File: src/common/dot_consts.svh
`ifndef DOT_CONSTS_SVH
`define DOT_CONSTS_SVH

// Lanes per beat, power of two and at least 2
`define DOT_MAC_NUM 8

// bfloat16 field widths
`define BF16_EXP_WIDTH 8
`define BF16_MAN_WIDTH 7

// Exponent bias
`define BF16_EXP_BIAS 127

`endif

File: src/common/dot_pkg.sv
`include "dot_consts.svh"

package dot_pkg;

    typedef struct packed {
        logic                       sign;
        logic [`BF16_EXP_WIDTH-1:0] exp;
        logic [`BF16_MAN_WIDTH-1:0] man;
    } bf16_t;

    localparam bf16_t bf16_zero = '{sign: 1'b0, exp: '0, man: '0};

    // Zero exponent covers both zeros and flushed subnormals
    function automatic logic bf16_is_zero(bf16_t x);
        return x.exp == '0;
    endfunction

    function automatic bf16_t bf16_signed_zero(logic s);
        bf16_t z;
        z = bf16_zero;
        z.sign = s;
        return z;
    endfunction

    function automatic bf16_t bf16_inf(logic s);
        bf16_t z;
        z.sign = s;
        z.exp = '1;
        z.man = '0;
        return z;
    endfunction

endpackage

File: src/hw/fp_add.sv
`timescale 1ns/10ps
`include "dot_consts.svh"

module fp_add (
    input  dot_pkg::bf16_t a,
    input  dot_pkg::bf16_t b,
    output dot_pkg::bf16_t z
);
    import dot_pkg::*;

    // Hidden bit and mantissa with as many guard bits below
    localparam int mw = `BF16_MAN_WIDTH + 1;
    localparam int aw = 2 * mw;

    bf16_t                      big;
    bf16_t                      lesser;
    logic [`BF16_EXP_WIDTH-1:0] exp_diff;
    logic [aw-1:0]              big_al;
    logic [aw-1:0]              small_al;
    logic [aw:0]                sum;
    logic [aw:0]                norm;
    int                         lead;
    int                         exp_i;

    // Larger magnitude goes first so the difference never turns negative
    always_comb begin
        if ({a.exp, a.man} >= {b.exp, b.man}) begin
            big = a;
            lesser = b;
        end else begin
            big = b;
            lesser = a;
        end
        exp_diff = big.exp - lesser.exp;
        big_al = {1'b1, big.man, {mw{1'b0}}};
        // Bits shifted past the guard field are lost
        small_al = {1'b1, lesser.man, {mw{1'b0}}} >> exp_diff;
        if (big.sign == lesser.sign) begin
            sum = {1'b0, big_al} + {1'b0, small_al};
        end else begin
            sum = {1'b0, big_al} - {1'b0, small_al};
        end
    end

    // Leading one search and normalization
    always_comb begin
        lead = 0;
        for (int i = 0; i <= aw; i++) begin
            if (sum[i]) begin
                lead = i;
            end
        end
        norm = sum << (aw - lead);
        // Leading one at aw-1 keeps the exponent of the larger operand
        exp_i = int'(big.exp) + lead - (aw - 1);
    end

    always_comb begin
        if (bf16_is_zero(a) && bf16_is_zero(b)) begin
            z = bf16_zero;
        end else if (bf16_is_zero(a)) begin
            z = b;
        end else if (bf16_is_zero(b)) begin
            z = a;
        end else if (sum == '0) begin
            // Exact cancellation
            z = bf16_zero;
        end else if (exp_i >= (1 << `BF16_EXP_WIDTH) - 1) begin
            z = bf16_inf(big.sign);
        end else if (exp_i <= 0) begin
            z = bf16_signed_zero(big.sign);
        end else begin
            z.sign = big.sign;
            z.exp = exp_i[`BF16_EXP_WIDTH-1:0];
            // Truncate below the leading one
            z.man = norm[aw-1 -: `BF16_MAN_WIDTH];
        end
    end

endmodule

File: src/hw/fp_mul.sv
`timescale 1ns/10ps
`include "dot_consts.svh"

module fp_mul #(
    parameter int mac_num = `DOT_MAC_NUM
) (
    input  logic                                     clk,
    input  logic                                     rstn,
    input  logic [mac_num*$bits(dot_pkg::bf16_t)-1:0] in_a,
    input  logic [mac_num*$bits(dot_pkg::bf16_t)-1:0] in_b,
    input  logic [mac_num-1:0]                       in_lane_valid,
    input  logic                                     in_last,
    output logic [mac_num*$bits(dot_pkg::bf16_t)-1:0] prod,
    output logic [mac_num-1:0]                       prod_valid,
    output logic                                     prod_last
);
    import dot_pkg::*;

    localparam int bw = $bits(bf16_t);
    localparam int mw = `BF16_MAN_WIDTH + 1;

    logic [mac_num*bw-1:0] prod_nxt;

    function automatic bf16_t mul_lane(bf16_t x, bf16_t y);
        logic                       sgn;
        logic [2*mw-1:0]            p;
        logic [`BF16_MAN_WIDTH-1:0] m;
        int                         e;
        sgn = x.sign ^ y.sign;
        if (bf16_is_zero(x) || bf16_is_zero(y)) begin
            return bf16_signed_zero(sgn);
        end
        p = {1'b1, x.man} * {1'b1, y.man};
        // Product of two 1.x mantissas lies in [1, 4)
        if (p[2*mw-1]) begin
            e = int'(x.exp) + int'(y.exp) - `BF16_EXP_BIAS + 1;
            m = p[2*mw-2 -: `BF16_MAN_WIDTH];
        end else begin
            e = int'(x.exp) + int'(y.exp) - `BF16_EXP_BIAS;
            m = p[2*mw-3 -: `BF16_MAN_WIDTH];
        end
        if (e >= (1 << `BF16_EXP_WIDTH) - 1) begin
            return bf16_inf(sgn);
        end
        if (e <= 0) begin
            return bf16_signed_zero(sgn);
        end
        return '{sign: sgn, exp: e[`BF16_EXP_WIDTH-1:0], man: m};
    endfunction

    always_comb begin
        for (int i = 0; i < mac_num; i++) begin
            if (in_lane_valid[i]) begin
                prod_nxt[i*bw +: bw] = mul_lane(in_a[i*bw +: bw], in_b[i*bw +: bw]);
            end else begin
                prod_nxt[i*bw +: bw] = bf16_zero;
            end
        end
    end

    always_ff @(posedge clk or negedge rstn) begin
        if (!rstn) begin
            prod <= {mac_num{bf16_zero}};
            prod_valid <= '0;
            prod_last <= 1'b0;
        end else begin
            prod <= prod_nxt;
            prod_valid <= in_lane_valid;
            prod_last <= in_last;
        end
    end

endmodule

File: src/fadd_tree/fadd_tree.sv
`timescale 1ns/10ps
`include "dot_consts.svh"

module fadd_tree #(
    parameter int mac_num = `DOT_MAC_NUM
) (
    input  logic                                     clk,
    input  logic                                     rstn,
    input  logic [mac_num*$bits(dot_pkg::bf16_t)-1:0] idata,
    input  logic [mac_num-1:0]                       idata_valid,
    input  logic                                     last_in,
    output dot_pkg::bf16_t                           odata,
    output logic                                     odata_valid,
    output logic                                     last_out
);
    import dot_pkg::*;

    localparam int bw = $bits(bf16_t);
    localparam int stage_num = $clog2(mac_num);

    genvar i, j;
    generate
        for (i = 0; i < stage_num; i++) begin : gen_lvl
            localparam int n_in = mac_num >> i;

            bf16_t add_in  [n_in];
            bf16_t add_out [n_in/2];
            logic  lvl_valid;
            logic  lvl_last;

            if (i == 0) begin : gen_first
                // Input register, invalid lanes become +0
                always_ff @(posedge clk or negedge rstn) begin
                    if (!rstn) begin
                        for (int k = 0; k < n_in; k++) begin
                            add_in[k] <= bf16_zero;
                        end
                        lvl_valid <= 1'b0;
                        lvl_last <= 1'b0;
                    end else begin
                        for (int k = 0; k < n_in; k++) begin
                            add_in[k] <= idata_valid[k] ? idata[k*bw +: bw] : bf16_zero;
                        end
                        lvl_valid <= |idata_valid;
                        lvl_last <= last_in;
                    end
                end
            end else begin : gen_next
                // Holds the previous level's sums while that level is idle
                always_ff @(posedge clk or negedge rstn) begin
                    if (!rstn) begin
                        for (int k = 0; k < n_in; k++) begin
                            add_in[k] <= bf16_zero;
                        end
                        lvl_valid <= 1'b0;
                        lvl_last <= 1'b0;
                    end else begin
                        if (gen_lvl[i-1].lvl_valid) begin
                            for (int k = 0; k < n_in; k++) begin
                                add_in[k] <= gen_lvl[i-1].add_out[k];
                            end
                        end
                        lvl_valid <= gen_lvl[i-1].lvl_valid;
                        lvl_last <= gen_lvl[i-1].lvl_last;
                    end
                end
            end

            // Pairs 2j and 2j+1
            for (j = 0; j < n_in/2; j++) begin : gen_add
                fp_add u_fp_add (
                    .a (add_in[2*j]),
                    .b (add_in[2*j+1]),
                    .z (add_out[j])
                );
            end
        end
    endgenerate

    always_ff @(posedge clk or negedge rstn) begin
        if (!rstn) begin
            odata <= bf16_zero;
            odata_valid <= 1'b0;
            last_out <= 1'b0;
        end else begin
            odata <= gen_lvl[stage_num-1].add_out[0];
            odata_valid <= gen_lvl[stage_num-1].lvl_valid;
            last_out <= gen_lvl[stage_num-1].lvl_last;
        end
    end

endmodule

File: src/hw/fp_acc.sv
`timescale 1ns/10ps

module fp_acc (
    input  logic           clk,
    input  logic           rstn,
    input  dot_pkg::bf16_t sum_in,
    input  logic           sum_valid,
    input  logic           sum_last,
    output dot_pkg::bf16_t result,
    output logic           result_valid
);
    import dot_pkg::*;

    bf16_t acc;
    bf16_t acc_plus;
    bf16_t next_sum;

    fp_add u_fp_add (
        .a (acc),
        .b (sum_in),
        .z (acc_plus)
    );

    // Beats without a valid lane leave the group sum alone
    assign next_sum = sum_valid ? acc_plus : acc;

    always_ff @(posedge clk or negedge rstn) begin
        if (!rstn) begin
            acc <= bf16_zero;
            result <= bf16_zero;
            result_valid <= 1'b0;
        end else begin
            result_valid <= sum_last;
            if (sum_last) begin
                result <= next_sum;
                // Next group starts from +0
                acc <= bf16_zero;
            end else begin
                acc <= next_sum;
            end
        end
    end

endmodule

File: src/hw/dot_engine.sv
`timescale 1ns/10ps
`include "dot_consts.svh"

module dot_engine (
    input  logic                                         clk,
    input  logic                                         rstn,
    input  logic [`DOT_MAC_NUM*$bits(dot_pkg::bf16_t)-1:0] in_a,
    input  logic [`DOT_MAC_NUM*$bits(dot_pkg::bf16_t)-1:0] in_b,
    input  logic [`DOT_MAC_NUM-1:0]                       in_lane_valid,
    input  logic                                         in_last,
    output dot_pkg::bf16_t                               dot_result,
    output logic                                         dot_valid
);
    import dot_pkg::*;

    localparam int mac_num = `DOT_MAC_NUM;
    localparam int bw = $bits(bf16_t);

    logic [mac_num*bw-1:0] prod;
    logic [mac_num-1:0]    prod_valid;
    logic                  prod_last;
    bf16_t                 tree_sum;
    logic                  tree_valid;
    logic                  tree_last;

    // 1 cycle
    fp_mul #(
        .mac_num (mac_num)
    ) u_fp_mul (
        .clk           (clk),
        .rstn          (rstn),
        .in_a          (in_a),
        .in_b          (in_b),
        .in_lane_valid (in_lane_valid),
        .in_last       (in_last),
        .prod          (prod),
        .prod_valid    (prod_valid),
        .prod_last     (prod_last)
    );

    // log2(mac_num) + 1 cycles
    fadd_tree #(
        .mac_num (mac_num)
    ) u_fadd_tree (
        .clk         (clk),
        .rstn        (rstn),
        .idata       (prod),
        .idata_valid (prod_valid),
        .last_in     (prod_last),
        .odata       (tree_sum),
        .odata_valid (tree_valid),
        .last_out    (tree_last)
    );

    fp_acc u_fp_acc (
        .clk          (clk),
        .rstn         (rstn),
        .sum_in       (tree_sum),
        .sum_valid    (tree_valid),
        .sum_last     (tree_last),
        .result       (dot_result),
        .result_valid (dot_valid)
    );

endmodule

File: config.mk
export PLATFORM = sky130hd
export DESIGN_NAME = dot_engine
export DESIGN_NICKNAME = d
export VERILOG_FILES = /design/src/common/dot_pkg.sv /design/src/hw/fp_add.sv /design/src/hw/fp_mul.sv /design/src/fadd_tree/fadd_tree.sv /design/src/hw/fp_acc.sv /design/src/hw/dot_engine.sv
export VERILOG_INCLUDE_DIRS = /design/src /design/src/common
export SDC_FILE = /design/constraint.sdc
export NUM_CORES = 2
export LEC_CHECK = 0
export ABC_CLOCK_PERIOD_IN_PS = 22600
export BUFFER_PORTS_ARGS = -buffer_cell sky130_fd_sc_hd__buf_2
export CELL_PAD_IN_SITES_DETAIL_PLACEMENT = 1
export CELL_PAD_IN_SITES_GLOBAL_PLACEMENT = 1
export CORE_MARGIN = 10
export CORE_UTILIZATION = 53
export CTS_CLUSTER_SIZE = 30
export DETAILED_ROUTE_END_ITERATION = 16
export PLACE_DENSITY = 0.95
export SYNTH_ARGS = -nofsm -noshare
export SYNTH_HDL_FRONTEND = slang
export SYNTH_SLANG_ARGS = --single-unit
File: constraint.sdc
create_clock -name clk -period 22.6 [get_ports clk]
set_input_delay 4.52 -clock clk [delete_from_list [all_inputs] [get_ports clk]]
set_output_delay 4.52 -clock clk [all_outputs]
set_load 0.05 [all_outputs]
Word-level counts from Yosys, hierarchy flattened
Cells that the tools add are included.
- flip-flop bits (word level): 418
- latch bits: 0
- RAM bits: 0
- memory bits (read-only): 0
- input bits: 267
- output and inout port bits: 17
- logic and storage cells: 642
- memories: 0
- add/sub/neg operators: 72
- multipliers: 8
- divide/modulo/power cells: 0
- order comparisons: 40
- equal/unequal tests: 8
- shifts and indexed selects: 16
- muxes and demuxes: 370
- bitwise gates (word level): 8
- reduce and logical (&&, ||, !) cells: 57
- operators by type and width (cell ; number):
    $mux W32 ; 144
    $mux W16 ; 114
    $ge A32 B9 Y1 const B ; 16
    $le A32 B1 Y1 const B ; 16
    $add A32 B2 Y32 const B ; 8
    $add A9 B32 Y32 ; 8
    $logic_not A8 Y1 ; 32
    $shl A17 B32 Y16 ; 8
    $sub A32 B5 Y32 const B ; 8
    $sub A32 B8 Y32 const B ; 8
    $sub A6 B32 Y32 const A ; 8
    $mux W15 ; 16
    $add A16 B16 Y17 ; 8
    $logic_not A17 Y1 ; 8
    $mux W17 ; 8
    $sub A16 B16 Y17 ; 8
    $mul A8 B8 Y16 ; 8
    $shr A16 B8 Y16 ; 8
    $ge A15 B15 Y1 ; 8
    $mux W1 ; 80
    $add A8 B8 Y9 ; 8
    $sub A8 B8 Y8 ; 8
    $mux W7 ; 8
    $eq A1 B1 Y1 ; 8
    other kinds (4) ; 25

Longest topological paths before layout
- depth after elaboration: 33
- depth in mapped cells: 64

Hierarchy
From an unflattened synthesis, not the netlist that was laid out.
- cell total of the unflattened synthesis: 9828
- area total of the unflattened synthesis: 78346.4 um^2
- modules (own cells, without submodules) (module ; times used ; cells each ; area each (um^2) ; seq. area each (um^2)):
    fp_mul ; 1 ; 3398 ; 28981.5 ; 3428.3
    fp_add at u_fadd_tree.gen_lvl[0].gen_add[0].u_fp_add ... ; 3 ; 762 ; 5046.1 ; 0.0
    fp_add at u_fadd_tree.gen_lvl[1].gen_add[0].u_fp_add ... ; 3 ; 704 ; 4875.9 ; 0.0
    fadd_tree ; 1 ; 494 ; 8550.7 ; 6206.0
    fp_add at u_fp_acc.u_fp_add ; 1 ; 724 ; 4946.0 ; 0.0
    fp_add at u_fadd_tree.gen_lvl[0].gen_add[3].u_fp_add ; 1 ; 710 ; 4860.9 ; 0.0
    fp_acc ; 1 ; 104 ; 1241.2 ; 825.8

Least setup slack after synthesis
OpenSTA, ideal clock, no wires.
- path kind: input-to-reg
- start: input port in_a[65] (netlist bit)
- end: register u_fp_mul.prod[70] (netlist bit)
- arrival: 10895 ps
- required time: 22475 ps
- setup slack: 11580 ps
- stages on the path: 26
- path buffers: 1
- path through: and2_1 fa_1 fa_1 inv_1 fa_1 fa_1 inv_1 ha_1 a21oi_1 o21bai_1 a21o_1 a21o_1 a21o_1 a21o_1 a21oi_1 o21bai_1 a21oi_1 xnor2_1 nor4_1 nand4_1 mux2i_1 o31ai_1 o21ai_0 or2_2 clkbuf_1 a2111oi_0
- cells in the longest elaborated chain, start to end: 13
- elaborated cells on any way between the ends: 20
- ends and longest elaborated chain (item ; RTL line ; source):
    start: declaration ; dot_engine.sv:7 ; input logic [`DOT_MAC_NUM*$bits(dot_pkg::bf16_t)-1:0] in_a,
    $mul A8 B8 Y16 (*) ; fp_mul.sv:33 ; p = {1'b1, x.man} * {1'b1, y.man};
    $mux W32 ; fp_mul.sv:35 ; if (p[2*mw-1]) begin
    $mux W32 ; fp_mul.sv:33 ;
    $mux W32 ; fp_mul.sv:53 ; if (in_lane_valid[i]) begin
    $le A32 B1 Y1 ; fp_mul.sv:45 ; if (e <= 0) begin
    $mux W1 (2 in a row) ; fp_mul.sv:45 ;
    $mux W1 ; fp_mul.sv:33 ;
    $mux W1 ; fp_mul.sv:53 ;
    $mux W16 ; fp_mul.sv:48 ; return '{sign: sgn, exp: e[`BF16_EXP_WIDTH-1:0], man: m};
    $mux W16 (*) ; fp_mul.sv:45 ;
    $mux W16 (*) ; fp_mul.sv:33 ;
    $mux W16 (*) ; fp_mul.sv:53 ;
    named net u_fp_mul.prod_nxt[70] ; fp_mul.sv:22 ; logic [mac_num*bw-1:0] prod_nxt;
    end signal: assignment ; fp_mul.sv:63 ; prod <= {mac_num{bf16_zero}};
    end signal: assignment ; fp_mul.sv:67 ; prod <= prod_nxt;
    end: declaration ; fp_mul.sv:13 ; output logic [mac_num*$bits(dot_pkg::bf16_t)-1:0] prod,
The timed path passes the listed nets; every way through them passes the cells marked *. The select of a mux whose other input is x is not followed.
A chain may end at the register's enable or synchronous reset.

Final worst setup path
- start: register u_fadd_tree.gen_lvl[1].add_in[7] (netlist bit)
- end: register u_fadd_tree.gen_lvl[2].add_in[3] (netlist bit)
- cells in the longest elaborated chain, start to end: 31
- elaborated cells on any way between the ends: 40
- ends and longest elaborated chain (item ; RTL line ; source):
    start: declaration ; fadd_tree.sv:26 ; bf16_t add_in [n_in];
    start signal: indexed assignment ; fadd_tree.sv:53 ; add_in[k] <= bf16_zero;
    start signal: indexed assignment ; fadd_tree.sv:60 ; add_in[k] <= gen_lvl[i-1].add_out[k];
    $ge A15 B15 Y1 ; fp_add.sv:27 ; if ({a.exp, a.man} >= {b.exp, b.man}) begin
    $mux W16 ; fp_add.sv:27 ;
    $sub A8 B8 Y8 ; fp_add.sv:34 ; exp_diff = big.exp - lesser.exp;
    $shr A16 B8 Y16 ; fp_add.sv:37 ; small_al = {1'b1, lesser.man, {mw{1'b0}}} >> exp_diff;
    $sub A16 B16 Y17 / $add A16 B16 Y17 (equally long branches) ; fp_add.sv:41, fp_add.sv:39 ;
    $mux W17 ; fp_add.sv:38 ; if (big.sign == lesser.sign) begin
    $mux W1 ; fp_add.sv:49 ; if (sum[i]) begin
    $mux W32 (15 in a row) ; fp_add.sv:49 ;
    $add A9 B32 Y32 ; fp_add.sv:55 ; exp_i = int'(big.exp) + lead - (aw - 1);
    $sub A32 B5 Y32 ; fp_add.sv:55 ;
    $le A32 B1 Y1 ; fp_add.sv:70 ; end else if (exp_i <= 0) begin
    $mux W15 ; fp_add.sv:70 ;
    $mux W15 ; fp_add.sv:68 ; end else if (exp_i >= (1 << `BF16_EXP_WIDTH) - 1) begin
    $mux W16 ; fp_add.sv:65 ; end else if (sum == '0) begin
    $mux W16 ; fp_add.sv:63 ; end else if (bf16_is_zero(b)) begin
    $mux W16 ; fp_add.sv:61 ; end else if (bf16_is_zero(a)) begin
    $mux W16 (*) ; fp_add.sv:59 ; if (bf16_is_zero(a) && bf16_is_zero(b)) begin
    end signal: indexed assignment ; fadd_tree.sv:53 ;
    end signal: indexed assignment ; fadd_tree.sv:60 ;
    end: declaration ; fadd_tree.sv:26 ;
Mark *: on every way between the ends. The rest lies on a longest branch, timed or not.

==> results_dict.tcl <==
set metrics [dict create \
    cts_buffers 50 \
    cts_resized 0 \
    hold_class "flop to flop" \
    clock_skew_ns 0.06600 \
    hold_viol 0 \
    start_kind "flop" \
    syn_inst 9243 \
    busiest_layer "met2" \
    io_buffers 283 \
    grt_use_total 0.3459 \
    hpwl_mm 215.5 \
    cts_hold_buf 0 \
    register_area_um2 10470 \
    viasPerCell 6.748 \
    drtIter0Drc 6092 \
    setup_viol 0 \
    period_needed_ns 13.73 \
    grt_pass1_vias 80190 \
    rsz0062_at_grt "no" \
    syn-num-nets 10550 \
    overflow 0 \
    drt_wl_total_mm 274.8 \
    ys_ff_latch 418 \
    grt_antenna_before_repair 3 \
    status "complete, no violations" \
    gr-usage-met3 0.04577 \
    clockBufferDepth 3 \
    drcViolationCount 0 \
    clock_sinks 418 \
    post_cts_buffers 0 \
    crit_arrival_ns 14.28 \
    maxSlewHeadroom 0.1703 \
    synth_edf_count 0 \
    dieArea_um2 151900 \
    critPathMaxFanout 19 \
    grtUsageMet2 0.6088 \
    area_growth_pct 5.909 \
    synthFlopType "dfrtp_1" \
    nNetsFinal 10590 \
    grt_pass1_wl_mm 437.2 \
    post_drt_wl_per_cell_um 24.74 \
    yosysUniqueCellTypes 146 \
    cts_tree "done" \
    gp_congestion 0.9872 \
    rows 135 \
    initial_core_util 0.5342 \
    cts-root-buf "clkbuf_16" \
    fillCellCount 16840 \
    drt.antenna.violating_nets 0 \
    vias 74950 \
    cp_slowest_cell "nor4_2" \
    drv_cap 0 \
    tightestPinTransition_ns 1.210 \
    clk_pin_slew_ns 0.06 \
    seq_area_frac_synth 0.1444 \
    critPathRequiredTime_ns 23.15 \
    h-tree-depth 2 \
    slowest_delay_ns 1.04 \
    setup_tns_ns 0 \
    core_um2 135600 \
    firstDrtPassIters 6 \
    slew_violations 0 \
    end_kind "flop" \
    grt_max_degree 79 \
    syn_avg_cell_area_um2 7.839 \
    fmax_mhz 72.84 \
    use_met1 0.4035 \
    synthArstFlopShare 1.000 \
    drive_gt1_frac 0.08260 \
    path_class "flop to flop" \
    path_common_cell "nor2_1" \
    clk_latency_ns 0.70 \
    multiInputGateArea_um2 57260 \
    die_h_um 389.8 \
    period_share 0.6075 \
    pin_count 284 \
    ys_warn_count 0 \
    synth_area_um2 72460 \
    fp.dieW_um 389.8 \
]
==> critical path, delay by kind of cell, from the launching register on <==
family | cells | cell delay, ns
DFF | 1 | 0.44
adders and majority gates | 6 | 2.41
xor gates and xnor gates | 1 | 0.27
AOI/OAI and AO/OA | 18 | 4.38
and+or+nand+nor | 20 | 5.43
buffers and inverters | 3 | 0.25
muxes | 1 | 0.41
==> state kept, by name (all words and copies together), names as in the netlist <==
| register | cells |
|---|---|
| u_fadd_tree.gen_lvl.add_in | 224 |
| u_fp_mul.prod | 128 |
| u_fadd_tree.odata | 16 |
| u_fp_acc.acc | 16 |
| u_fp_acc.result | 16 |
| u_fp_mul.prod_valid | 8 |
| u_fadd_tree.gen_lvl.lvl_last | 3 |
| u_fadd_tree.gen_lvl.lvl_valid | 3 |
| u_fadd_tree.last_out | 1 |
| u_fadd_tree.odata_valid | 1 |
| u_fp_acc.result_valid | 1 |
| u_fp_mul.prod_last | 1 |
==> routing by layer <==
metal / vias to the layer above / part of all wire
met3: 1077 / 0.059
li1: 33360 / -
met1: 37250 / 0.39
met5: - / 0.000033
met2: 3260 / 0.49
met4: 2 / 0.063
==> logic make-up (layout without fill, tap and decap cells) <==
family | count (synthesis) | count (layout) | synth area share
muxes | 413 | 413 | 0.06344
xor gates and xnor gates | 366 | 366 | 0.04507
adders and majority gates | 1040 | 1040 | 0.2111
buffers and inverters | 1214 | 1293 | 0.06660
DFF | 418 | 418 | 0.1444
other | 0 | 3 | 0
and+or+nand+nor | 3232 | 3232 | 0.2251
AOI/OAI and AO/OA | 2560 | 2560 | 0.2444
==> cell type report <==
cell class	instances	share of cell area
Antenna cell	3	0.00009783
Clock inverter	29	0.004141
Multi-Input combinational cell	7611	0.7461
Sequential cell	418	0.1364
Timing Repair Buffer	339	0.02407
Clock buffer	62	0.01793
Tap cell	1781	0.02904
Inverter	863	0.04223
==> path summary, 6_finish.rpt <==
kind | start | to | slack [ns] | cells after the start
hold reg to reg | u_fadd_tree.gen_lvl[2].lvl_valid$_DFF_PN0_ | u_fadd_tree.odata_valid$_DFF_PN0_ | 0.35 | 0
setup reg to reg | u_fadd_tree.gen_lvl[1].add_in[7]$_DFFE_PN0P_ | u_fadd_tree.gen_lvl[2].add_in[3]$_DFFE_PN0P_ | 8.87 | 49
hold / removal | u_fadd_tree.gen_lvl[2].lvl_valid$_DFF_PN0_ | u_fadd_tree.odata_valid$_DFF_PN0_ | 0.35 | 0
setup / recovery | u_fadd_tree.gen_lvl[1].add_in[7]$_DFFE_PN0P_ | u_fadd_tree.gen_lvl[2].add_in[3]$_DFFE_PN0P_ | 8.87 | 49
max in group asynchronous | rstn | u_fp_mul.prod[112]$_DFF_PN0_ | 15.65 | 4
min in group asynchronous | rstn | u_fadd_tree.gen_lvl[0].add_in[49]$_DFF_PN0_ | 3.82 | 1
==> cell usage after synthesis (72+ instances only) <==
master	instances	area (um^2)
fa_1	304	6086
nand2b_1	77	481.7
and3_1	80	500.5
o21bai_1	99	743.2
a21o_1	164	1231
nor2b_1	72	450.4
nand3_1	246	1231
a21oi_1	594	2973
nor4_1	120	750.7
mux2_2	78	878.3
nor2_1	760	2853
or3_1	81	506.7
mux2i_1	299	2993
xor2_1	141	1235
o21ai_0	450	2252
o211ai_1	146	1096
a211oi_1	109	818.3
ha_1	736	9209
and2_1	508	3178
inv_1	846	3176
nand2_1	774	2905
nand4_1	88	550.5
a31oi_1	111	694.4
dfrtp_1	418	10460
xnor2_1	217	1901
nor3_1	189	945.9
clkbuf_1	229	859.6
==> layout by cell type (no fill, tap or decap), types with 54 or more instances in the layout <==
| cell | count |
|---|---|
| a31oi_1 | 111 |
| o21a_1 | 58 |
| nor2b_1 | 72 |
| and3_1 | 80 |
| xor2_1 | 139 |
| fa_1 | 304 |
| o22ai_1 | 54 |
| nor4_1 | 120 |
| xnor2_1 | 210 |
| ha_1 | 736 |
| inv_1 | 846 |
| a22oi_1 | 57 |
| o211ai_1 | 146 |
| nor2_1 | 760 |
| or3_1 | 81 |
| buf_2 | 282 |
| a211oi_1 | 109 |
| buf_4 | 56 |
| a21o_1 | 164 |
| o21bai_1 | 99 |
| dfrtp_1 | 416 |
| nand2b_1 | 77 |
| a21oi_1 | 594 |
| o31ai_1 | 65 |
| and2_1 | 508 |
| o21ai_0 | 450 |
| nand4_1 | 88 |
| mux2i_1 | 299 |
| mux2_2 | 78 |
| nand2_1 | 774 |
| nand3_1 | 246 |
| nor3_1 | 189 |
==> metrics by stage <==
step	utilization	std cells	hold WS, ns	setup slack [ns]	cell area [um^2]
final	0.5658	11110	0.3494	8.871	76740
after global routing	0.5658	11110	0.3602	8.012	76740
after CTS	0.5657	11100	0.3496	9.298	76730
after detailed placement	0.5532	11010	0.3357	9.329	75040
after global placement	0.5532	11010	0.3341	10.14	75040
after floorplan	-	9243	0.3312	11.58	72460
Power is left out: the tool's default activity adds up to more than one toggle a clock period on the data nets, which glitch-free logic cannot reach.
